**config.mk**
```make
export PLATFORM = sky130hd
export DESIGN_NAME = dct_butterfly_mac
export DESIGN_NICKNAME = d
export VERILOG_FILES = /design/src/design/dct_pkg.sv /design/src/design/dct_butterfly_mac.sv
export SDC_FILE = /design/constraint.sdc
export NUM_CORES = 2
export LEC_CHECK = 0
export ABC_AREA = 1
export BUFFER_PORTS_ARGS = -buffer_cell sky130_fd_sc_hd__buf_2
export CORE_UTILIZATION = 30
export DETAILED_ROUTE_END_ITERATION = 10
export MAX_ROUTING_LAYER = met4
export PLACE_DENSITY = 0.55
export SLEW_MARGIN = 15
export SYNTH_ARGS = -nofsm -noshare
export SYNTH_HDL_FRONTEND = slang
export SYNTH_SLANG_ARGS = --single-unit
```
**constraint.sdc**
```tcl
create_clock -name i_clk -period 14.4 [get_ports i_clk]
set_input_delay 2.88 -clock i_clk [delete_from_list [all_inputs] [get_ports i_clk]]
set_output_delay 2.88 -clock i_clk [all_outputs]
set_load 0.1 [all_outputs]
```
**src/design/dct_pkg.sv**
```systemverilog
package dct_pkg;

    // block geometry
    localparam int BLOCK_LEN = 8;
    localparam int HALF_LEN  = BLOCK_LEN / 2;

    // datapath widths
    localparam int SAMPLE_W = 17;
    // sample width rounded up to whole bytes
    localparam int STREAM_W = 8 * ((SAMPLE_W - 1) / 8 + 1);
    // cosine constants carry 7 fractional bits
    localparam int SCALE_SHIFT = 7;
    // butterfly sum times constant, and the sum of four such products
    localparam int PROD_W = 2 * SAMPLE_W + 1;

    typedef logic signed [SAMPLE_W-1:0] sample_t;
    typedef logic        [STREAM_W-1:0] stream_t;
    typedef logic signed [PROD_W-1:0]   coef_t;
    typedef logic        [2:0]          col_idx_t;
    typedef logic        [1:0]          pair_idx_t;

    typedef enum logic [1:0]
    {
        COLLECT,
        COMPUTE,
        SEND
    } core_state_t;

    // row k holds the constants for coefficient k
    // even rows pair with x[m]+x[7-m], odd rows with x[m]-x[7-m]
    localparam sample_t COS_TABLE [BLOCK_LEN][HALF_LEN] = '{
        '{ 45,  45,  45,  45},
        '{ 63,  53,  36,  12},
        '{ 59,  24, -24, -59},
        '{ 53, -12, -63, -36},
        '{ 45, -45, -45,  45},
        '{ 36, -63,  12,  53},
        '{ 24, -59,  59, -24},
        '{ 12, -36,  53, -63}
    };

endpackage

```
**src/design/dct_butterfly_mac.sv**
```systemverilog
`timescale 1ns/100ps

module dct_butterfly_mac
(
    input  logic               i_clk,
    input  logic               i_aresetn,
    input  logic               i_issue_valid,
    input  dct_pkg::pair_idx_t i_issue_pair,
    input  dct_pkg::sample_t   i_samples [dct_pkg::BLOCK_LEN],
    output logic               o_res_valid,
    output dct_pkg::pair_idx_t o_res_pair,
    output dct_pkg::coef_t     o_even_coef,
    output dct_pkg::coef_t     o_odd_coef
);

    import dct_pkg::*;

    // one extra bit for the pre-add
    logic signed [SAMPLE_W:0] r_s1_sum  [HALF_LEN];
    logic signed [SAMPLE_W:0] r_s1_diff [HALF_LEN];
    sample_t   r_s1_even_row [HALF_LEN];
    sample_t   r_s1_odd_row  [HALF_LEN];
    logic      r_s1_valid;
    pair_idx_t r_s1_pair;

    coef_t     r_s2_even_prod [HALF_LEN];
    coef_t     r_s2_odd_prod  [HALF_LEN];
    logic      r_s2_valid;
    pair_idx_t r_s2_pair;

    coef_t     r_s3_even;
    coef_t     r_s3_odd;
    logic      r_s3_valid;
    pair_idx_t r_s3_pair;

    col_idx_t  w_even_row;
    col_idx_t  w_odd_row;
    coef_t     w_even_sum;
    coef_t     w_odd_sum;

    // pair p serves coefficients 2p and 2p+1
    assign w_even_row = {i_issue_pair, 1'b0};
    assign w_odd_row  = {i_issue_pair, 1'b1};

    // valid bits travel alongside the payload
    always_ff @(posedge i_clk)
    begin
        if (!i_aresetn)
        begin
            r_s1_valid <= 1'b0;
            r_s2_valid <= 1'b0;
            r_s3_valid <= 1'b0;
        end
        else
        begin
            r_s1_valid <= i_issue_valid;
            r_s2_valid <= r_s1_valid;
            r_s3_valid <= r_s2_valid;
        end
    end

    // stage 1: butterfly and constant fetch
    always_ff @(posedge i_clk)
    begin
        r_s1_pair <= i_issue_pair;
        for (int m = 0; m < HALF_LEN; m++)
        begin
            r_s1_sum[m]      <= i_samples[m] + i_samples[BLOCK_LEN-1-m];
            r_s1_diff[m]     <= i_samples[m] - i_samples[BLOCK_LEN-1-m];
            r_s1_even_row[m] <= COS_TABLE[w_even_row][m];
            r_s1_odd_row[m]  <= COS_TABLE[w_odd_row][m];
        end
    end

    // stage 2: eight products
    always_ff @(posedge i_clk)
    begin
        r_s2_pair <= r_s1_pair;
        for (int m = 0; m < HALF_LEN; m++)
        begin
            r_s2_even_prod[m] <= r_s1_sum[m] * r_s1_even_row[m];
            r_s2_odd_prod[m]  <= r_s1_diff[m] * r_s1_odd_row[m];
        end
    end

    always_comb
    begin
        w_even_sum = '0;
        w_odd_sum  = '0;
        for (int m = 0; m < HALF_LEN; m++)
        begin
            w_even_sum = w_even_sum + r_s2_even_prod[m];
            w_odd_sum  = w_odd_sum + r_s2_odd_prod[m];
        end
    end

    // stage 3: single shift on the full sum, sign kept
    always_ff @(posedge i_clk)
    begin
        r_s3_pair <= r_s2_pair;
        r_s3_even <= w_even_sum >>> SCALE_SHIFT;
        r_s3_odd  <= w_odd_sum >>> SCALE_SHIFT;
    end

    assign o_res_valid = r_s3_valid;
    assign o_res_pair  = r_s3_pair;
    assign o_even_coef = r_s3_even;
    assign o_odd_coef  = r_s3_odd;

endmodule

```
==> flow_metrics.tcl <==
set metrics [dict create \
    worst_pin_slew_ns 0.886 \
    drv_slew 0 \
    place_congestion 0.961 \
    viasPerCell 4.41 \
    slew_headroom_pct 40.9 \
    cts.sinks 497 \
    rows 204 \
    worstSetupStartpointType "flop" \
    outcome "finished with violations" \
    yosys.cell_count.top_type "inv_1" \
    yosysTopAreaCell "fa_1" \
    clock-root-buffer "clkbuf_16" \
    syn_area_sq_um 93200 \
    cts_buffer_depth 3 \
    final_nets 14600 \
    netlist_top_cells_area "fa_1 37%, inv_1 14%, ha_1 13%, dfxtp_1 11%, nand2_1 9.1%" \
    cp_slowest_stage_delay_ns 0.52 \
    worstPathRequired_ns 14.98 \
    cts_tree "built" \
    path_clk_slew_ns 0.07 \
    worstSetupEndpointType "flop" \
    critPathSlowestCell "dfxtp_4" \
    synth_edf_count 0 \
    die-height_um 559 \
    async_flop_share_pct 0 \
    tns_ns 0 \
    port_buffers 213 \
    dieArea_sq_um 313000 \
    start_util_pct 30.2 \
    ys_seq_area_share_pct 10.7 \
    drt_iter0_drc 3994 \
    ys_ff_latch 497 \
    critPathArrivalTime_ns 7.57 \
    crit_top_cell "nand2_1" \
    finalSetupViolations 0 \
    cap_violations 0 \
    cts_buffers 69 \
    critPathKind "reg2reg" \
    drc 32 \
    finalCritPeriodShare_pct 48.5 \
    io_pins 214 \
    htreeDepth 3 \
    ys_top_cells_by_count "3483 x inv_1, 2256 x nand2_1, 1707 x fa_1" \
    drt-total-wl_mm 279 \
    multi_input_area_sq_um 69200 \
    yosys_warnings 0 \
    grt_util_all_layers_pct 18.7 \
    synth.avg_cell_area_sq_um 7.98 \
    hold_viol 0 \
    min_path_cells 0 \
    insertion_delay_ns 0.70 \
    wl_per_cell_um 17.5 \
    grt_pass1_vias 74200 \
    synth_nets 14500 \
    vias 70500 \
    finClkSkew_ns 0.0329 \
    cp_max_fo 31 \
    synthToLayoutAreaGrowth_pct 8.55 \
    ctsResizeCount 0 \
    antenna_found_initial 44 \
    nFillCells 33100 \
    layout-drive-gt1-share_pct 4.15 \
    overflow 0 \
    synth_flop_cell "dfxtp_1" \
    dr.pass1.iters 8 \
    r2r_cells 26 \
    grt_pass1_wl_mm 437 \
    hold_path_class "reg2reg" \
    postCtsSetupRepairBufs 0 \
    place_hpwl_mm 249 \
    fp.coreArea_sq_um 309000 \
    synth_top_area_share_pct 36.7 \
    seq_area_sq_um 9970 \
    synth.distinct_cells 52 \
    failed_checks "design-rule violations" \
    holdBufCountCts 0 \
    synthCells 11700 \
    antenna_left 0 \
    max_freq_ghz 0.143 \
    rsz0062_at_grt "false" \
    grt_max_degree 63 \
    die_x_um 559 \
    fin_crit_ns 6.99 \
]
==> worst paths after layout <==
| kind | slack [ns] | start | end |
|---|---|---|---|
| hold reg to reg | 0.33 | r_s2_pair[0] | o_res_pair[0] |
| setup reg to reg | 7.41 | r_s1_pair[0] | r_s2_odd_prod[3][34] |
| setup / recovery | 7.41 | r_s1_pair[0] | r_s2_odd_prod[3][34] |
| hold / removal | 0.33 | r_s2_pair[0] | o_res_pair[0] |
==> final cells by class <==
class	instances	area share, %
Antenna cell	49	0.121
Multi-Input combinational cell	7477	68.3
Clock buffer	89	1.93
Timing Repair Buffer	235	1.23
Tap cell	4120	5.09
Inverter	3491	13.0
Clock inverter	35	0.474
Sequential cell	497	9.85
==> state kept, by name (all words and copies together) (netlist names), 4 cells and up <==
name,count
r_s1_even_row,9
r_s1_odd_row,4
r_s1_diff,70
r_s2_even_prod,140
r_s2_odd_prod,140
r_s1_sum,70
o_even_coef,28
o_odd_coef,28
==> critical path, delay by kind of cell, from the launching register on <==
family	cells	cell delay [ns]
buffers and inverters	8	1.59
AND/OR/NAND/NOR	8	1.22
AO/OA/AOI/OAI	3	0.62
flip-flops	1	0.52
adder cells (fa/ha/maj)	7	2.82
==> layout by cell type, fill, tap and decap left out, types with 28 or more instances in the layout <==
master and n:
a21o_1 36, a21oi_1 472, buf_2 213, clkbuf_16 70
dfxtp_1 486, diode_2 49, fa_1 1707, ha_1 988
inv_1 3483, nand2_1 2256, nand3_1 312, nand4_1 66
nor2_1 594, nor3_1 79, o21ai_0 279, o21ai_1 28
o21bai_1 73, or2_2 32, xnor2_1 68, xor2_1 253
==> layer usage <==
layer / routed length, um / vias up / track usage, %
met5: 0 / - / -
met4: 12700 / 0 / 7.21
met3: 9700 / 333 / 1.58
met2: 136000 / 1339 / 31.7
met1: 120000 / 34300 / 23.1
li1: - / 34500 / -
==> cell families (layout without fill, tap and decap cells) <==
| kind of cell | after synthesis | after routing | synth area share [%] |
|---|---|---|---|
| buffers and inverters | 3701 | 3850 | 15.1 |
| xor gates and xnor gates | 321 | 321 | 3.02 |
| other | 0 | 49 | 0 |
| adders and majority gates | 2695 | 2695 | 49.9 |
| and+or+nand+nor | 3430 | 3430 | 14.9 |
| AOI/OAI and AO/OA | 1031 | 1031 | 6.31 |
| DFF | 497 | 497 | 10.7 |
==> through the flow <==
| stage | utilization (%) | setup slack [ns] | hold WS [ns] | std cells | instance area (sq um) |
|---|---|---|---|---|---|
| after floorplan | - | 8.84 | 0.310 | 11700 | 93200 |
| after CTS | 32.7 | 7.39 | 0.332 | 15900 | 101000 |
| after global routing | 32.8 | 7.02 | 0.342 | 16000 | 101000 |
| after detailed placement | 31.9 | 7.42 | 0.319 | 15800 | 98600 |
| after global placement | 31.9 | 7.47 | 0.313 | 15800 | 98600 |
| final | 32.8 | 7.41 | 0.329 | 16000 | 101000 |
Power is left out: the tool's default activity adds up to more than one toggle a clock period on the data nets, which glitch-free logic cannot reach.
