--- src/design/dct_pkg.sv ---
package dct_pkg;

    // block geometry
    localparam int BLOCK_LEN = 8;
    localparam int HALF_LEN  = BLOCK_LEN / 2;

    // datapath widths
    localparam int SAMPLE_W = 17;
    // sample width rounded up to whole bytes
    localparam int STREAM_W = 8 * ((SAMPLE_W - 1) / 8 + 1);
    // cosine constants carry 7 fractional bits
    localparam int SCALE_SHIFT = 7;
    // butterfly sum times constant, and the sum of four such products
    localparam int PROD_W = 2 * SAMPLE_W + 1;

    typedef logic signed [SAMPLE_W-1:0] sample_t;
    typedef logic        [STREAM_W-1:0] stream_t;
    typedef logic signed [PROD_W-1:0]   coef_t;
    typedef logic        [2:0]          col_idx_t;
    typedef logic        [1:0]          pair_idx_t;

    typedef enum logic [1:0]
    {
        COLLECT,
        COMPUTE,
        SEND
    } core_state_t;

    // row k holds the constants for coefficient k
    // even rows pair with x[m]+x[7-m], odd rows with x[m]-x[7-m]
    localparam sample_t COS_TABLE [BLOCK_LEN][HALF_LEN] = '{
        '{ 45,  45,  45,  45},
        '{ 63,  53,  36,  12},
        '{ 59,  24, -24, -59},
        '{ 53, -12, -63, -36},
        '{ 45, -45, -45,  45},
        '{ 36, -63,  12,  53},
        '{ 24, -59,  59, -24},
        '{ 12, -36,  53, -63}
    };

endpackage

--- src/design/dct_sample_buffer.sv ---
`timescale 1ns/100ps

module dct_sample_buffer
(
    input  logic             i_clk,
    input  logic             i_aresetn,
    input  logic             i_collect,
    input  logic             i_s_valid,
    input  dct_pkg::stream_t i_s_data,
    input  logic             i_s_last,
    input  logic             i_clear,
    output logic             o_s_ready,
    output logic             o_block_done,
    output dct_pkg::sample_t o_samples [dct_pkg::BLOCK_LEN]
);

    import dct_pkg::*;

    sample_t  r_store [BLOCK_LEN];
    col_idx_t r_col;
    logic     w_accept;

    // only open while the sequencer is collecting
    assign o_s_ready = i_collect;
    assign w_accept  = i_s_valid && i_collect;

    // block ends on the eighth sample or on an early last
    assign o_block_done = w_accept && (i_s_last || (r_col == col_idx_t'(BLOCK_LEN - 1)));

    always_ff @(posedge i_clk)
    begin
        if (!i_aresetn)
        begin
            r_col <= '0;
            for (int i = 0; i < BLOCK_LEN; i++)
            begin
                r_store[i] <= '0;
            end
        end
        else
        begin
            // unwritten positions of a short block must read as zero
            if (i_clear)
            begin
                for (int i = 0; i < BLOCK_LEN; i++)
                begin
                    r_store[i] <= '0;
                end
            end
            if (w_accept)
            begin
                r_store[r_col] <= i_s_data[SAMPLE_W-1:0];
                if (o_block_done)
                begin
                    r_col <= '0;
                end
                else
                begin
                    r_col <= r_col + 1'b1;
                end
            end
        end
    end

    assign o_samples = r_store;

    // collection only stops on a block boundary, no half-written block left behind
    a_no_write_outside_collect: assert property (
        @(posedge i_clk) disable iff (!i_aresetn)
        !i_collect |-> (r_col == '0)
    );

endmodule

--- config.mk ---
export PLATFORM = sky130hd
export DESIGN_NAME = dct_sample_buffer
export DESIGN_NICKNAME = d
export VERILOG_FILES = /design/src/design/dct_pkg.sv /design/src/design/dct_sample_buffer.sv
export SDC_FILE = /design/constraint.sdc
export NUM_CORES = 1
export LEC_CHECK = 0
export BUFFER_PORTS_ARGS = -buffer_cell sky130_fd_sc_hd__buf_2
export CAP_MARGIN = 5
export CORE_ASPECT_RATIO = 1.25
export CORE_MARGIN = 2
export CORE_UTILIZATION = 50
export CTS_BUF_LIST = sky130_fd_sc_hd__clkbuf_16
export DETAILED_ROUTE_END_ITERATION = 7
export GPL_ROUTABILITY_DRIVEN = 0
export PLACE_DENSITY = 0.75
export SLEW_MARGIN = 20
export SYNTH_ARGS = -nofsm -noshare
export SYNTH_HDL_FRONTEND = slang
export SYNTH_SLANG_ARGS = --single-unit
export TNS_END_PERCENT = 50
--- constraint.sdc ---
create_clock -name i_clk -period 1.95 [get_ports i_clk]
set_clock_uncertainty 0.2 [all_clocks]
set_input_delay 0.39 -clock i_clk [delete_from_list [all_inputs] [get_ports i_clk]]
set_output_delay 0.39 -clock i_clk [all_outputs]
set_load 0.005 [all_outputs]
==> flow_summary.json, run 1 <==
{
  "fmax_ghz": 0.516,
  "grt_remaining_overflow": 0,
  "r2r-start": "r_col[0]$_SDFFE_PN0P_",
  "layout_commonest_cell": "buf_2",
  "grt_pass1_vias": 4049,
  "status": "completed",
  "yosys_warnings": 0,
  "finalHoldViolations": 0,
  "synthAdderAreaFrac": 0.00493,
  "synth_top_family_by_area": "multiplexers",
  "final_cell_mix": "160 x buf_2, 139 x nand2_1, 136 x dfxtp_1",
  "min_path_type": "input pin to flop",
  "cp_top_family": "flip-flops",
  "vias_per_cell": 5.27,
  "vias": 4175,
  "cts_tree": "done",
  "synth-seq-cells": 139,
  "dr.first_iter.drc_count": 164,
  "ir_drop_mv": 0.644,
  "synth_fp_nets": 522,
  "dieArea_mm2": 0.0110,
  "ant_nets": 0,
  "die_x_um": 94.1,
  "worstPathArrival_ns": 1.35,
  "wirelength_mm": 13.8,
  "path_max_fanout": 3,
  "die_h_um": 117,
  "muxShareOfSynthArea": 0.235,
  "cts_hold_buffers": 0,
  "p_int_mw": 5.18,
  "fin_nets": 683,
  "antenna_found_initial": 0,
  "netlist_instances": 490,
  "crit_buf_inv": 1,
  "grt_pass1_wl_mm": 21.1,
  "grt_usage": 0.258,
  "comb_power_share": 0.036,
  "synthToLayoutAreaGrowth_pct": 33.0,
  "relSlewSlack": 0.705,
  "drc": 0,
  "clkPwrFrac": 0.525,
  "synth_area_mm2": 0.00507,
  "post-route-util": 0.675,
  "setup.worst_path.end_class": "primary output",
  "netSwitchingFraction": 0.207,
  "synth-compound-area-share": 0.0464,
  "ctsHtreeMaxLevel": 4,
  "wl_per_cell_um": 17.5,
  "portBuffers": 160,
  "fin_hold_ws_ns": 0.103,
  "clk_latency_ns": 0.41,
  "cpMostUsedCell": "ha_4",
  "worstMarginPinSlew_ns": 0.442,
  "worst_slack_ns": 0.0135,
  "clk_pin_slew_worst_paths_ns": 0.06,
  "first_pass_iters": 5,
  "seq_area_frac_synth": 0.548,
  "cpMaxStageDelayCell": "dfxtp_4",
  "grt_setup_unrepaired": "true",
  "drive_above_1_share": 0.335,
  "clockBufferDepth": 2,
  "critPathRequiredTime_ns": 1.36,
  "crit_chain": "ha_4, ha_4, nor2_4, nor2_2, buf_2",
  "dpl_worst_slack_ns": 0.0855,
  "cts_inserted_buffers": 17,
  "seq_power_share": 0.440,
  "grt_max_degree": 88,
  "cpPeakStageDelay_ns": 0.35,
  "setup_viol": 0,
  "row_count": 41,
  "path_class": "flop to primary output",
  "hold_start": "i_collect",
  "p_leak_nw": 3.07,
  "syn_area_per_cell_um2": 10.4,
  "drv_cap": 0,
  "finalCriticalPeriod_ns": 1.94,
  "fin_crit_sh": 0.993,
  "crit_start": "r_col[0]$_SDFFE_PN0P_",
  "synth-simple-area-share": 0.127,
  "io-pin-count": 168,
  "initial_utilization": 0.507,
  "root_buffer": "clkbuf_16",
  "p_per_area_mw_per_mm2": 967,
  "antenna_cells": 0,
  "start_kind": "flop",
  "core_mm2": 0.0100,
  "clkSinkCount": 139,
  "hpwl_mm": 9.44,
  "yosysUniqueCellTypes": 25,
  "yosys.area_share.xor_xnor": 0,
  "power_mw": 6.53,
  "power_switching_mw": 1.35,
  "slew_viol_final": 0
}
==> worst min-delay path, delay by kind of cell <==
family	cells	cell delay, ns
compound gates	1	0.07
buf+inv	1	0.13
simple gates	1	0.08
==> layer usage <==
| metal | vias to the layer above | GRT usage | wire [um] |
|---|---|---|---|
| met5 | - | 0 | 0 |
| met4 | 0 | 0.136 | 482 |
| met3 | 36 | 0.0703 | 738 |
| met2 | 148 | 0.461 | 7340 |
| met1 | 2009 | 0.276 | 5260 |
| li1 | 1982 | - | - |
==> path summary, 6_finish.rpt <==
check             cells past startpoint                   endpoint  slack, ns
hold reg to reg                       2   o_samples[52]$_SDFF_PN0_       0.26
setup / recovery                      5               o_block_done       0.01
hold / removal                        3      r_col[1]$_SDFFE_PN0P_       0.10
setup reg to reg                      3  o_samples[130]$_SDFF_PN0_       0.22
==> flip-flops by register name (all words and copies together) (netlist names) <==
| signal | flops |
|---|---|
| r_col | 3 |
| o_samples | 136 |
==> cell usage after synthesis, drive strengths merged <==
cell type | instances | share of area
clkbuf | 14 | 0.010
buf | 21 | 0.028
mux2i | 119 | 0.23
nand3 | 1 | 0.00099
nand4 | 2 | 0.0025
ha | 2 | 0.0049
or2 | 1 | 0.0012
o21ai | 17 | 0.017
nor2b | 1 | 0.0012
nor3 | 3 | 0.0030
nand2 | 141 | 0.11
a21boi | 3 | 0.0044
dfxtp | 139 | 0.55
or3 | 1 | 0.0012
or4 | 2 | 0.0037
nor2 | 4 | 0.0059
nand2b | 2 | 0.0025
o211ai | 17 | 0.025
==> final cells by class <==
type / count / area [um2]
fillers: 792 / 3250
flip-flops and latches: 139 / 2790
multi-input cells: 316 / 2160
repair buffers: 177 / 1020
clock buffers: 17 / 425
clock inverters: 14 / 201
well taps: 129 / 161
==> repair_timing <==
item                                    CTS  global route
gates cloned                              0             0
gates resized for setup                  10             1
hold endpoints to repair                  0             0
endpoints found under the setup margin    1             1
pin swaps                                 1             0
setup buffers                             1             0
==> power groups by stage <==
stage | logic (mW) | registers [mW] | clock network, mW
6_report | 0.232 | 2.87 | 3.43
5_1_grt | 0.252 | 2.87 | 3.60
4_1_cts | 0.232 | 2.87 | 3.46
3_5_place_dp | 0.227 | 2.93 | 0
3_3_place_gp | 0.223 | 2.93 | 0
2_1_floorplan | 0.126 | 2.93 | 0
==> metrics by stage <==
stage          std cells  setup TNS (ns)  cell area [um2]
5_1_grt              792         -0.0239             6750
6_report             792               0             6750
2_1_floorplan        490               0             5070
3_5_place_dp         760               0             6070
4_1_cts              792        -0.00130             6750
3_3_place_gp         760               0             6070
==> logic make-up (layout without fill, tap and decap cells) <==
logic type               Yosys count  in the layout
flip-flops                       139            139
AND/OR/NAND/NOR                  158            158
buffers and inverters             35            208
adder cells (fa/ha/maj)            2              2
multiplexers                     119            119
AO/OA/AOI/OAI                     37             37
Power figures use the tool's default switching activity.
==> run 2: changes to the inputs <==
- ABC_AREA: not set -> 1
- CORE_UTILIZATION: 50 -> 53
- PLACE_DENSITY: 0.75 -> 0.76
==> run 2 against run 1 <==
Die area increased by 19%. Sequential share of layout area down 6.8 points. Synthesized cell count grew 100%. Maximum frequency up 0.80%. Largest power group unchanged. Design area increased by 20%.
==> flow_summary.json, run 2 <==
{
  "hpwl_mm": 11.6,
  "synth_area_mm2": 0.00641,
  "ant_nets": 0,
  "start_kind": "flop",
  "vias_per_cell": 4.82,
  "antenna_found_initial": 0,
  "hold_depth": 3,
  "ir_drop_mv": 0.596,
  "path_max_fanout": 2,
  "grt_remaining_overflow": 0,
  "ctsHtreeMaxLevel": 4,
  "finalCriticalPeriod_ns": 1.92,
  "dr.first_iter.drc_count": 392,
  "wirelength_mm": 18.0,
  "critPathCapture": "o_block_done",
  "grt_pass1_vias": 5370,
  "synth_fp_nets": 1029,
  "ys_async_sr_fraction": 0,
  "yosysTopAreaCell": "dfxtp_1",
  "io-pin-count": 168,
  "synth_common_cells": "308 x nand2_1, 271 x nor2_1, 139 x dfxtp_1",
  "p_leak_nw": 4.00,
  "final_cell_mix": "308 x nand2_1, 270 x nor2_1, 159 x buf_2",
  "r2r-start": "r_col[1]$_SDFFE_PN0P_",
  "root_buffer": "clkbuf_16",
  "syn_area_per_cell_um2": 6.43,
  "fmax_ghz": 0.520,
  "first_pass_iters": 6,
  "grt_max_degree": 56,
  "yosys_warnings": 0,
  "initial_utilization": 0.547,
  "critPathRequiredTime_ns": 1.36,
  "worstMarginPinSlew_ns": 0.559,
  "cts_tree": "done",
  "portBuffers": 160,
  "worstPathArrival_ns": 1.33,
  "clockBufferDepth": 2,
  "synth_top_area_frac": 0.434,
  "synth_area_leaders": "dfxtp_1 43%, nand2_1 18%, nor2_1 16%",
  "die_x_um": 102,
  "grt_pass1_wl_mm": 27.5,
  "path_class": "flop to primary output",
  "worstRegToRegCells": 7,
  "status": "completed",
  "setup_viol": 0,
  "drv_cap": 0,
  "ys.flop_type": "dfxtp_1",
  "seq_area_frac_synth": 0.434,
  "setup.worst_path.end_class": "primary output",
  "post-route-util": 0.690,
  "dieArea_mm2": 0.0130,
  "r2r_slack_ns": 0.39,
  "synth.most_common_cell": "nand2_1",
  "drc": 0,
  "grt_usage": 0.276,
  "crit_chain": "ha_2, ha_4, inv_2, a21oi_2, buf_2",
  "cpPeakStageDelay_ns": 0.34,
  "p_per_area_mw_per_mm2": 808,
  "relSlewSlack": 0.627,
  "clk_pin_slew_worst_paths_ns": 0.06,
  "cpMaxStageDelayCell": "dfxtp_4",
  "slew_viol_final": 0,
  "r2r_end": "o_samples[9]$_SDFF_PN0_",
  "cts_hold_buffers": 0,
  "clkSinkCount": 139,
  "drive_above_1_share": 0.204,
  "layout_commonest_cell": "nand2_1",
  "yosysUniqueCellTypes": 20,
  "fin_crit_sh": 0.985,
  "core_mm2": 0.0117,
  "netlist_instances": 997,
  "grt_setup_unrepaired": "false",
  "synthToLayoutAreaGrowth_pct": 26.2,
  "finalInstanceArea_mm2": 0.00809,
  "die_h_um": 127,
  "largest_register_ffs": 136,
  "dpl_cell_area_mm2": 0.00746,
  "clk_latency_ns": 0.42,
  "vias": 6335,
  "row_count": 44,
  "fin_nets": 1174,
  "min_path_type": "input pin to flop",
  "crit_start": "r_col[0]$_SDFFE_PN0P_",
  "synth_edf_count": 0,
  "finalHoldViolations": 0,
  "cts_inserted_buffers": 17,
  "wl_per_cell_um": 13.7,
  "antenna_cells": 0,
  "synth-seq-cells": 139,
  "finalSetupTns_ns": 0
}
run 2: changes by cell type after synthesis, moves of 49 or more:
cell / delta
nand2_1: +169
nand3_1: +59
a21boi_0: +49
mux2i_1: -119
inv_1: +79
nor2_1: +269
run 2: routing by layer:
layer / vias to the layer above / global-route usage / share of wire
li1: 3293 / - / -
met2: 199 / 0.435 / 0.48
met3: 38 / 0.0635 / 0.058
met5: - / 0 / 0
met1: 2805 / 0.353 / 0.43
met4: 0 / 0.136 / 0.037
run 2: what timing repair did:
item                                    4_1_cts  5_1_grt
buffers inserted                              3        1
gates resized for setup                       7        3
endpoints found under the setup margin        1        1
run 2: how the worst min path moves through the flow:
stage | startpoint | endpoint
floorplan | r_col[2]$_SDFFE_PN0P_ | r_col[2]$_SDFFE_PN0P_
global placement | o_samples[43]$_SDFF_PN0_ | o_samples[43]$_SDFF_PN0_
detailed placement | o_samples[47]$_SDFF_PN0_ | o_samples[47]$_SDFF_PN0_
CTS | i_s_data[7] | o_samples[7]$_SDFF_PN0_
global route | i_s_data[14] | o_samples[48]$_SDFF_PN0_
finish | i_s_data[7] | o_samples[7]$_SDFF_PN0_
run 2: critical path: cells and delay by family, from the launching register on:
kind            cells  cell delay (ns)
buf+inv             2             0.16
compound gates      1             0.11
flops               1             0.34
fa+ha+maj           2             0.30
run 2: logic make-up after synthesis:
logic type,count (synthesis),share of synthesized area
adder cells (fa/ha/maj),2,0.00390
AND/OR/NAND/NOR,647,0.395
flip-flops,139,0.434
AO/OA/AOI/OAI,63,0.0722
buffers and inverters,146,0.0954
run 2: layout make-up:
type | count | area [um2]
tap | 161 | 201
multi-input combinational | 712 | 3050
inverter | 82 | 308
sequential | 139 | 2790
clock inverter | 14 | 155
clock buffer | 17 | 425
timing repair buffer | 190 | 1170
fill | 1062 | 3630
run 2: metrics by stage:
stage | total power, mW | setup slack [ns] | cells | hold slack [ns]
2_1_floorplan | 3.21 | 0.478 | 997 | 0.296
6_report | 6.54 | 0.0288 | 1315 | 0.0123
4_1_cts | 6.56 | 0.0115 | 1314 | 0.0108
3_5_place_dp | 3.40 | 0.272 | 1280 | 0.314
5_1_grt | 6.77 | 0.00184 | 1315 | 0.0166
3_3_place_gp | 3.40 | 0.281 | 1280 | 0.312
run 2: power breakdown:
group | internal [mW] | switching, mW
logic | 0.145 | 0.317
registers | 2.87 | 0.0148
clock network | 1.98 | 1.21
total | 4.99 | 1.55
