--- src/design/dct_pkg.sv ---
package dct_pkg;

    // block geometry
    localparam int BLOCK_LEN = 8;
    localparam int HALF_LEN  = BLOCK_LEN / 2;

    // datapath widths
    localparam int SAMPLE_W = 17;
    // sample width rounded up to whole bytes
    localparam int STREAM_W = 8 * ((SAMPLE_W - 1) / 8 + 1);
    // cosine constants carry 7 fractional bits
    localparam int SCALE_SHIFT = 7;
    // butterfly sum times constant, and the sum of four such products
    localparam int PROD_W = 2 * SAMPLE_W + 1;

    typedef logic signed [SAMPLE_W-1:0] sample_t;
    typedef logic        [STREAM_W-1:0] stream_t;
    typedef logic signed [PROD_W-1:0]   coef_t;
    typedef logic        [2:0]          col_idx_t;
    typedef logic        [1:0]          pair_idx_t;

    typedef enum logic [1:0]
    {
        COLLECT,
        COMPUTE,
        SEND
    } core_state_t;

    // row k holds the constants for coefficient k
    // even rows pair with x[m]+x[7-m], odd rows with x[m]-x[7-m]
    localparam sample_t COS_TABLE [BLOCK_LEN][HALF_LEN] = '{
        '{ 45,  45,  45,  45},
        '{ 63,  53,  36,  12},
        '{ 59,  24, -24, -59},
        '{ 53, -12, -63, -36},
        '{ 45, -45, -45,  45},
        '{ 36, -63,  12,  53},
        '{ 24, -59,  59, -24},
        '{ 12, -36,  53, -63}
    };

endpackage

--- src/design/dct_core_ctrl.sv ---
`timescale 1ns/100ps

module dct_core_ctrl
(
    input  logic               i_clk,
    input  logic               i_aresetn,
    input  logic               i_block_done,
    input  logic               i_res_valid,
    input  dct_pkg::pair_idx_t i_res_pair,
    input  logic               i_send_done,
    output logic               o_collect,
    output logic               o_issue_valid,
    output dct_pkg::pair_idx_t o_issue_pair,
    output logic               o_send
);

    import dct_pkg::*;

    core_state_t r_state;
    pair_idx_t   r_pair;
    logic        r_issuing;
    logic        r_send;
    logic        w_last_result;

    // pair 3 is always the final one out of the pipeline
    assign w_last_result = i_res_valid && (i_res_pair == pair_idx_t'(HALF_LEN - 1));

    always_ff @(posedge i_clk)
    begin
        if (!i_aresetn)
        begin
            r_state   <= COLLECT;
            r_pair    <= '0;
            r_issuing <= 1'b0;
            r_send    <= 1'b0;
        end
        else
        begin
            r_send <= 1'b0;
            case (r_state)
                COLLECT:
                begin
                    if (i_block_done)
                    begin
                        r_state   <= COMPUTE;
                        r_pair    <= '0;
                        r_issuing <= 1'b1;
                    end
                end
                COMPUTE:
                begin
                    // one pair per cycle, four in a row
                    if (r_issuing)
                    begin
                        if (r_pair == pair_idx_t'(HALF_LEN - 1))
                        begin
                            r_issuing <= 1'b0;
                        end
                        else
                        begin
                            r_pair <= r_pair + 1'b1;
                        end
                    end
                    if (w_last_result)
                    begin
                        r_state <= SEND;
                        r_send  <= 1'b1;
                    end
                end
                SEND:
                begin
                    // stalls here for as long as the output is held off
                    if (i_send_done)
                    begin
                        r_state <= COLLECT;
                    end
                end
                default:
                begin
                    r_state <= COLLECT;
                end
            endcase
        end
    end

    assign o_collect     = (r_state == COLLECT);
    assign o_issue_valid = r_issuing;
    assign o_issue_pair  = r_pair;
    assign o_send        = r_send;

    a_issue_in_compute: assert property (
        @(posedge i_clk) disable iff (!i_aresetn)
        o_issue_valid |-> (r_state == COMPUTE)
    );

endmodule

--- config.mk ---
export PLATFORM = sky130hd
export DESIGN_NAME = dct_core_ctrl
export DESIGN_NICKNAME = d
export VERILOG_FILES = /design/src/design/dct_pkg.sv /design/src/design/dct_core_ctrl.sv
export SDC_FILE = /design/constraint.sdc
export NUM_CORES = 1
export LEC_CHECK = 0
export BUFFER_PORTS_ARGS = -buffer_cell sky130_fd_sc_hd__buf_2
export CAP_MARGIN = 0
export CORE_AREA = 3 3 40 42
export DETAILED_ROUTE_END_ITERATION = 12
export DIE_AREA = 0 0 43 45
export GPL_ROUTABILITY_DRIVEN = 0
export HOLD_SLACK_MARGIN = 0.08
export PLACE_DENSITY = 0.42
export SLEW_MARGIN = 40
export SYNTH_ARGS = -nofsm -noshare
export SYNTH_HDL_FRONTEND = slang
export SYNTH_SLANG_ARGS = --single-unit
--- constraint.sdc ---
create_clock -name i_clk -period 3.25 [get_ports i_clk]
set_input_delay 0.8125 -clock i_clk [delete_from_list [all_inputs] [get_ports i_clk]]
set_output_delay 0.8125 -clock i_clk [all_outputs]
set_load 0.03 [all_outputs]
==> qor.yml, run 1 <==
drt:
  vias: 265
  avgViaCountPerCell: 4.49
  wl_per_cell_um: 10.1
  drtIter0Drc: 4
  ant_nets: 0
  remaining_drc_errors: 0
  drt-pass1-iter-count: 2
  drt_wl_total_um: 595
floorplan:
  initial_core_util: 0.205
  std_cell_rows: 13
  die_x_um: 43
  die_area_um2: 1940
  fp.coreArea_um2: 1280
  die_height_um: 45
  io_pins: 12
setup_path:
  rrSetupSlack_ns: 2.11
  crit_required_ns: 2.44
  worst-path-buf-inv: 1
  cp_slowest_stage_delay_ns: 0.46
  critical_path_class: "reg2out"
  worst-path-stages: 2
  critPathMaxFanout: 9
  cp-end-kind: "primary output"
  reg2reg_depth: 4
  cp-start-kind: "flip-flop"
  crit_path_start: "r_state[0]"
  cp.arrival_ns: 0.96
  cp_top_family: "flip-flops"
  endpoint: "o_collect"
  r2r-start: "o_issue_pair[0]"
  crit_path_cell_trace: "nor2_1, buf_2"
  crit_slowest_cell: "dfxtp_1"
  rr_endpoint: "o_issue_pair[0]"
cells_and_area:
  diodes: 0
  area_growth_pct: 36.5
  drive_above_1_share: 0.341
  final_util: 0.280
  final_nets: 54
  nFillCells: 145
  design_area_um2: 360
place:
  io_buffers: 11
  placed_area_um2: 338
  dp.final_hpwl_um: 475
power_and_ir_drop:
  leakage_uw: 0.000166
  power.density_nw_per_um2: 488
  max-vdd-ir-drop_mv: 0.0914
synth:
  seq_area_frac_synth: 0.455
  synth_top_cell_by_area: "dfxtp_1"
  avgSynthCellArea_um2: 8.80
  netlist_instances: 30
  synth_fp_nets: 38
  netlist_area_um2: 264
  synthTopCellsByArea: "dfxtp_1 45%, a21oi_1 5.7%, ha_1 4.7%, nand2b_1 4.7%, o22ai_1 4.7%"
  synth_top_area_frac: 0.455
  synthDistinctLibCells: 16
  ys_ff_latch: 6
  synth-warning-count: 0
timing:
  hold_viol_final: 0
  finClkSkew_ns: 0.00213
  period_minus_slack_ns: 1.77
  maxSlewHeadroom: 0.812
  tightest_slew_ns: 0.281
  fin_crit_sh: 0.546
  rsz0062_at_grt: "no"
  setup_viol: 0
  slew_viol_final: 0
  fmaxAchievable_mhz: 563
  fin_setup_tns_ns: 0
clock_network:
  cts_tree: "built"
  clk_latency_ns: 0.25
  cts_made_buffers: 3
  clock_sinks: 6
  post_cts_buffers: 0
  cts-root-buf: "clkbuf_4"
  cts-htree-levels: 1
  clk_pin_slew_ns: 0.05
  clockBufferDepth: 2
  postCtsHoldBufs: 0
  ctsResizeCount: 0
global_routing:
  track_usage: 0.0733
  antenna_found_initial: 0
  grt_pass1_wl_um: 979
  grt_pass1_vias: 248
  grt_max_degree: 10
  grt_overflow: 0
run:
  drv_cap: 0
outcome:
  status: "finished clean"
worst_hold_path:
  min_path_type: "reg2reg"
==> cell usage after synthesis <==
cell type,n
ha_1,1
nand2_1,3
o22ai_1,2
nor2_1,2
and4_2,1
o21ai_1,1
nand2b_1,2
a21oi_1,3
a2111oi_1,1
and3_1,1
nand4bb_1,1
nand3_1,1
dfxtp_1,6
inv_1,3
or3_1,1
o21a_1,1
==> per-layer routing <==
metal | up-vias | share of wire | global-route usage
met5 | - | 0 | 0
met4 | 0 | 0.022 | 0.0904
met3 | 2 | 0.067 | 0.0279
met2 | 8 | 0.43 | 0.108
met1 | 117 | 0.48 | 0.0725
li1 | 138 | - | -
==> worst min-delay path: stages, from the launching register on <==
cell and delay, ns:
dfxtp_1 0.32, nand2_1 0.06, o22ai_1 0.06
==> sequential cells by signal, indices dropped and copies added (netlist names) <==
signal         flops
o_issue_pair       2
r_state            2
o_issue_valid      1
o_send             1
==> cells in the final DEF (no fill, tap or decap), types with 2 or more instances in the layout <==
cell	count
a21oi_1	3
inv_1	3
nor2_1	2
dfxtp_1	6
nand2b_1	2
nand2_1	3
clkbuf_4	3
buf_2	11
o22ai_1	2
==> power by group <==
group	switching [µW]	internal [µW]	total [µW]
logic	15.0	10.0	25.0
registers	3.93	77.3	81.2
clock network	27.8	41.8	69.6
total	46.7	129	176
==> worst min path at each step <==
stage	startpoint	endpoint	slack [ns]	cells past startpoint
2_1_floorplan	r_state[1]	r_state[0]	0.45	1
3_3_place_gp	o_issue_pair[0]	o_issue_pair[0]	0.48	2
3_5_place_dp	r_state[1]	r_state[0]	0.49	1
4_1_cts	r_state[1]	r_state[0]	0.50	1
5_1_grt	o_issue_pair[1]	o_issue_pair[1]	0.53	2
6_report	o_issue_pair[0]	o_issue_pair[0]	0.49	2
==> per-stage QoR <==
| stage | total power (µW) | cells | hold WS, ns | setup WS, ns |
|---|---|---|---|---|
| 6_report | 176 | 59 | 0.493 | 1.48 |
| 5_1_grt | 186 | 59 | 0.527 | 1.43 |
| 3_5_place_dp | 108 | 56 | 0.493 | 1.68 |
| 4_1_cts | 180 | 59 | 0.499 | 1.47 |
| 2_1_floorplan | 98.1 | 30 | 0.451 | 1.66 |
| 3_3_place_gp | 107 | 56 | 0.479 | 1.70 |
==> final cells by class <==
class / instances / area (µm²) / area share
multi-input combinational: 21 / 133 / 0.368
sequential: 6 / 120 / 0.333
timing repair buffer: 11 / 55.1 / 0.153
clock buffer: 3 / 22.5 / 0.0625
tap: 15 / 18.8 / 0.0521
inverter: 3 / 11.3 / 0.0312
==> cell families after synthesis <==
logic type               synth area share
buffers and inverters              0.0427
flip-flops                          0.455
AO/OA/AOI/OAI                       0.190
AND/OR/NAND/NOR                     0.265
adder cells (fa/ha/maj)            0.0474
Power figures use the tool's default switching activity.
==> run 2, diff against run 1 <==
--- a/config.mk
+++ b/config.mk
@@ -12,7 +12,7 @@
 export DIE_AREA = 0 0 43 45
 export GPL_ROUTABILITY_DRIVEN = 0
 export HOLD_SLACK_MARGIN = 0.08
-export PLACE_DENSITY = 0.42
+export PLACE_DENSITY = 0.44
 export SLEW_MARGIN = 40
 export SYNTH_ARGS = -nofsm -noshare
 export SYNTH_HDL_FRONTEND = slang
==> constraint.sdc (replaced) <==
create_clock -name i_clk -period 1.52 [get_ports i_clk]
set_input_delay 0.38 -clock i_clk [delete_from_list [all_inputs] [get_ports i_clk]]
set_output_delay 0.38 -clock i_clk [all_outputs]
set_load 0.03 [all_outputs]
==> qor.yml, run 2 (synthesis gave the netlist of run 1 again) <==
outcome:
  status: "finished clean"
setup_path:
  rrSetupSlack_ns: 0.35  # -1.76 ns
  crit_path_start: "r_state[0]"
  reg2reg_depth: 4  # unchanged
  cp-end-kind: "primary output"
  crit_required_ns: 1.14  # -1.30 ns
  critical_path_class: "reg2out"
  r2r-start: "o_issue_pair[0]"
  cp.arrival_ns: 0.94  # -0.02 ns
  endpoint: "o_collect"
  rr_endpoint: "o_issue_pair[0]"
  critPathMaxFanout: 9  # unchanged
  cp-start-kind: "flip-flop"
clock_network:
  ctsResizeCount: 0  # unchanged
  postCtsHoldBufs: 0  # unchanged
  clk_latency_ns: 0.25  # about the same
  clk_pin_slew_ns: 0.04  # about the same
  cts_made_buffers: 3  # unchanged
  clockBufferDepth: 2  # unchanged
  clock_sinks: 6  # unchanged
  post_cts_buffers: 0  # unchanged
  cts_tree: "built"
  cts-htree-levels: 1  # unchanged
  cts-root-buf: "clkbuf_4"
power_and_ir_drop:
  pwr-share-comb: 0.143  # about the same
  pwr-share-clk: 0.393  # -0.003
  power_switching_uw: 98.4  # +110%
  max-vdd-ir-drop_mv: 0.419  # +360%
  internal_power_uw: 276  # +110%
  power_frac_seq: 0.464  # +0.002
  power.density_nw_per_um2: 1040  # +110%
  swShare: 0.263  # -0.00286
  leakage_uw: 0.000166  # unchanged
timing:
  finClkSkew_ns: 0.00600  # +0.00387 ns
  hold_ws_ns: 0.393  # -0.101 ns
  slew_viol_final: 0  # unchanged
  fin_setup_tns_ns: 0  # unchanged
  fmaxAchievable_mhz: 755
  rsz0062_at_grt: "no"
  period_minus_slack_ns: 1.32
  tightest_slew_ns: 0.297  # +0.0163 ns
  setup_viol: 0  # unchanged
  maxSlewHeadroom: 0.801  # -0.0109
  hold_viol_final: 0  # unchanged
  fin_crit_sh: 0.871
global_routing:
  grt_max_degree: 10  # unchanged
  track_usage: 0.0819  # +0.00854
  grt_pass1_vias: 247  # -0.40%
  grt_overflow: 0  # unchanged
  grt_pass1_wl_mm: 1.06  # +7.8%
  antenna_found_initial: 0  # unchanged
floorplan:
  die_area_um2: 1940  # unchanged
  std_cell_rows: 13  # unchanged
  die_x_um: 43  # unchanged
  fp.coreArea_um2: 1280  # unchanged
  initial_core_util: 0.205  # unchanged
  die_height_um: 45  # unchanged
  io_pins: 12  # unchanged
cells_and_area:
  nFillCells: 141  # -2.8%
  diodes: 0  # unchanged
  multi_input_area_um2: 133  # unchanged
  final_common_cell: "buf_2"
  drive_above_1_share: 0.341  # unchanged
  final_cell_mix: "11 x buf_2, 6 x dfxtp_1"
  final_util: 0.280  # unchanged
  area_growth_pct: 36.5  # unchanged
  seqCellArea_um2: 120  # unchanged
  final_nets: 54  # unchanged
drt:
  remaining_drc_errors: 0  # unchanged
  ant_nets: 0  # unchanged
  drtIter0Drc: 4  # unchanged
  drt-pass1-iter-count: 4  # +2
  vias: 256  # -3.4%
  drt_wl_total_um: 569  # -4.4%
  wl_per_cell_um: 9.64  # -4.4%
  avgViaCountPerCell: 4.34  # -3.4%
place:
  io_buffers: 11  # unchanged
worst_hold_path:
  min_path_type: "in2reg"
run:
  drv_cap: 0  # unchanged
==> run 2: power groups by stage <==
stage          clock (µW)  combinational, µW  sequential (µW)
6_report              147               53.4              174
5_1_grt               167               59.9              176
3_3_place_gp            0               54.4              177
4_1_cts               154               54.2              174
2_1_floorplan           0               25.5              184
3_5_place_dp            0               53.8              177
==> run 2: layer usage <==
layer / up-vias / global-route usage / routed length [µm]
li1: 135 / - / -
met1: 110 / 0.0827 / 257
met2: 11 / 0.108 / 236
met3: 0 / 0.0757 / 75
met4: 0 / 0.0542 / 0
met5: - / 0 / 0
==> run 2: worst min path at each step <==
stage,from,to,depth (start not counted)
2_1_floorplan,r_state[1],r_state[0],1
3_3_place_gp,o_issue_pair[1],o_issue_pair[1],2
3_5_place_dp,r_state[1],r_state[0],1
4_1_cts,i_send_done,r_state[1],3
5_1_grt,i_send_done,r_state[1],3
6_report,i_send_done,r_state[1],3
==> run 2: cell type report <==
| class | count | share of cell area |
|---|---|---|
| clock buffers | 3 | 0.0625 |
| inverters | 3 | 0.0312 |
| multi-input cells | 21 | 0.368 |
| flip-flops and latches | 6 | 0.333 |
| well taps | 15 | 0.0521 |
| repair buffers | 11 | 0.153 |
==> run 2: per-stage QoR <==
step	total power, µW	instance area (µm²)	instances	worst slack [ns]
finish	375	360	59	0.196
global placement	231	338	56	0.350
global route	403	360	59	0.124
floorplan	210	264	30	0.315
CTS	382	360	59	0.179
detailed placement	230	338	56	0.333
==> run 2: worst max-delay path, cell delays in order, from the launching register on <==
cell and delay, ns:
dfxtp_1 0.45, nor2_1 0.07, buf_2 0.18
==> run 3, diff against run 2 <==
--- a/config.mk
+++ b/config.mk
@@ -6,13 +6,14 @@
 export NUM_CORES = 1
 export LEC_CHECK = 0
 export BUFFER_PORTS_ARGS = -buffer_cell sky130_fd_sc_hd__buf_2
-export CAP_MARGIN = 0
+export CAP_MARGIN = 5
 export CORE_AREA = 3 3 40 42
 export DETAILED_ROUTE_END_ITERATION = 12
 export DIE_AREA = 0 0 43 45
 export GPL_ROUTABILITY_DRIVEN = 0
 export HOLD_SLACK_MARGIN = 0.08
 export PLACE_DENSITY = 0.44
+export RECOVER_POWER = 100
 export SLEW_MARGIN = 40
 export SYNTH_ARGS = -nofsm -noshare
 export SYNTH_HDL_FRONTEND = slang
==> qor.yml, run 3 (synthesis gave the netlist of run 1 again) <==
cells_and_area:
  final_util: 0.276  # -0.00487
  final_nets: 54  # unchanged
  drive_above_1_share: 0.250  # -0.0909
  area_growth_pct: 34.1
  diodes: 0  # unchanged
  seqCellArea_um2: 120  # unchanged
  multi_input_area_um2: 131  # -0.94%
  design_area_um2: 354  # -1.7%
  nFillCells: 146  # +3.5%
  final_cell_mix: "6 x buf_2, 6 x dfxtp_1, 4 x clkbuf_1"
clock_network:
  cts_made_buffers: 3  # unchanged
  clock_sinks: 6  # unchanged
  cts-root-buf: "clkbuf_4"
  clk_pin_slew_ns: 0.04  # about the same
  post_cts_buffers: 0  # unchanged
  cts-htree-levels: 1  # unchanged
  clockBufferDepth: 2  # unchanged
  cts_tree: "built"
  ctsResizeCount: 0  # unchanged
  postCtsHoldBufs: 0  # unchanged
  clk_latency_ns: 0.25  # about the same
setup_path:
  reg2reg_depth: 4  # unchanged
  crit_slowest_cell: "dfxtp_1"
  rrSetupSlack_ns: 0.33  # -0.02 ns
  r2r-start: "o_issue_pair[0]"
  critical_path_class: "reg2out"
  rr_endpoint: "o_issue_pair[0]"
  crit_path_cell_trace: "nor2_1, clkbuf_2"
  cp-end-kind: "primary output"
  crit_required_ns: 1.14  # about the same
  cp.arrival_ns: 0.95  # about the same
  cp-start-kind: "flip-flop"
  cp_slowest_stage_delay_ns: 0.44  # about the same
  critPathMaxFanout: 9  # unchanged
floorplan:
  initial_core_util: 0.205  # unchanged
  fp.coreArea_um2: 1280  # unchanged
  die_x_um: 43  # unchanged
  die_height_um: 45  # unchanged
  io_pins: 12  # unchanged
  std_cell_rows: 13  # unchanged
  die_area_um2: 1940  # unchanged
place:
  io_buffers: 11  # unchanged
  placed_area_um2: 338  # unchanged
  dp_slack_ns: 0.333  # unchanged
global_routing:
  grt_overflow: 0  # unchanged
  antenna_found_initial: 0  # unchanged
  grt_pass1_vias: 247  # unchanged
  track_usage: 0.0819  # unchanged
  grt_pass1_wl_mm: 1.06  # unchanged
  grt_max_degree: 10  # unchanged
power_and_ir_drop:
  power.density_nw_per_um2: 1050  # +1.3%
  max-vdd-ir-drop_mv: 0.418  # -0.34%
  leakage_uw: 0.000151  # -9.4%
drt:
  remaining_drc_errors: 0  # unchanged
  wl_per_cell_um: 9.78  # +1.4%
  drtIter0Drc: 7  # +3
  vias: 258  # +0.78%
  avgViaCountPerCell: 4.37  # +0.78%
  drt-pass1-iter-count: 4  # unchanged
  ant_nets: 0  # unchanged
  drt_wl_total_um: 577  # +1.4%
timing:
  fin_ws_ns: 0.192  # -0.00350 ns
  fmaxAchievable_mhz: 753  # -0.26%
  tightest_slew_ns: 0.325  # +0.0277 ns
  rsz0062_at_grt: "no"
  hold_viol_final: 0  # unchanged
  fin_crit_sh: 0.874  # +0.00230
  slew_viol_final: 0  # unchanged
  maxSlewHeadroom: 0.778  # -0.0236
  fin_setup_tns_ns: 0  # unchanged
  finClkSkew_ns: 0.00523  # -0.000770 ns
  hold_ws_ns: 0.391  # -0.00185 ns
  setup_viol: 0  # unchanged
  period_minus_slack_ns: 1.33  # +0.00350 ns
run:
  drv_cap: 0  # unchanged
worst_hold_path:
  min_from: "i_send_done"
  whs_endpoint: "r_state[1]"
  min_path_type: "in2reg"
  whs_path_depth: 3  # unchanged
outcome:
  status: "finished clean"
==> run 3: cell types whose count changed in the layout (fill, tap and decap cells not counted) <==
cell       before  now
buf_2          11    6
clkbuf_1        0    4
a2111oi_0       0    1
a2111oi_1       1    0
clkbuf_2        0    1
o21ai_0         0    1
o21ai_1         1    0
==> run 3: stage by stage <==
stage	cells	power (µW)
after floorplan	30	210
after global placement	56	231
after detailed placement	56	230
after CTS	59	382
after global routing	59	401
final	59	373
==> run 3: cell type report <==
type	count	share of cell area
Multi-Input combinational cell	21	0.371
Sequential cell	6	0.339
Timing Repair Buffer	11	0.141
Clock buffer	3	0.0636
Tap cell	15	0.0530
Inverter	3	0.0318
==> run 3: worst max path at each step <==
stage                     slack, ns       startpoint               to
after global placement         0.35      i_res_valid       r_state[0]
after global routing           0.12       r_state[0]        o_collect
after floorplan                0.32  o_issue_pair[0]  o_issue_pair[0]
final                          0.19       r_state[0]        o_collect
after detailed placement       0.33      i_res_valid       r_state[0]
after CTS                      0.18       r_state[0]        o_collect
==> run 3: report_power, final <==
part / switching [µW] / internal, µW / leakage [µW]
Clock: 58.2 / 89.3 / 0.0000138
Combinational: 31.8 / 19.4 / 0.0000877
Sequential: 8.58 / 165 / 0.0000491
Total: 98.5 / 274 / 0.000151
==> run 3: worst max-delay path: cells and delay by family, from the launching register on <==
kind                   cells  cell delay, ns
buffers and inverters      1            0.18
flip-flops                 1            0.44
AND/OR/NAND/NOR            1            0.08
==> run 3: routing by layer <==
| layer | vias up | GRT usage | part of all wire |
|---|---|---|---|
| met2 | 13 | 0.108 | 0.41 |
| met3 | 0 | 0.0757 | 0.14 |
| met4 | 0 | 0.0542 | 0 |
| li1 | 135 | - | - |
| met5 | - | 0 | 0 |
| met1 | 110 | 0.0827 | 0.45 |
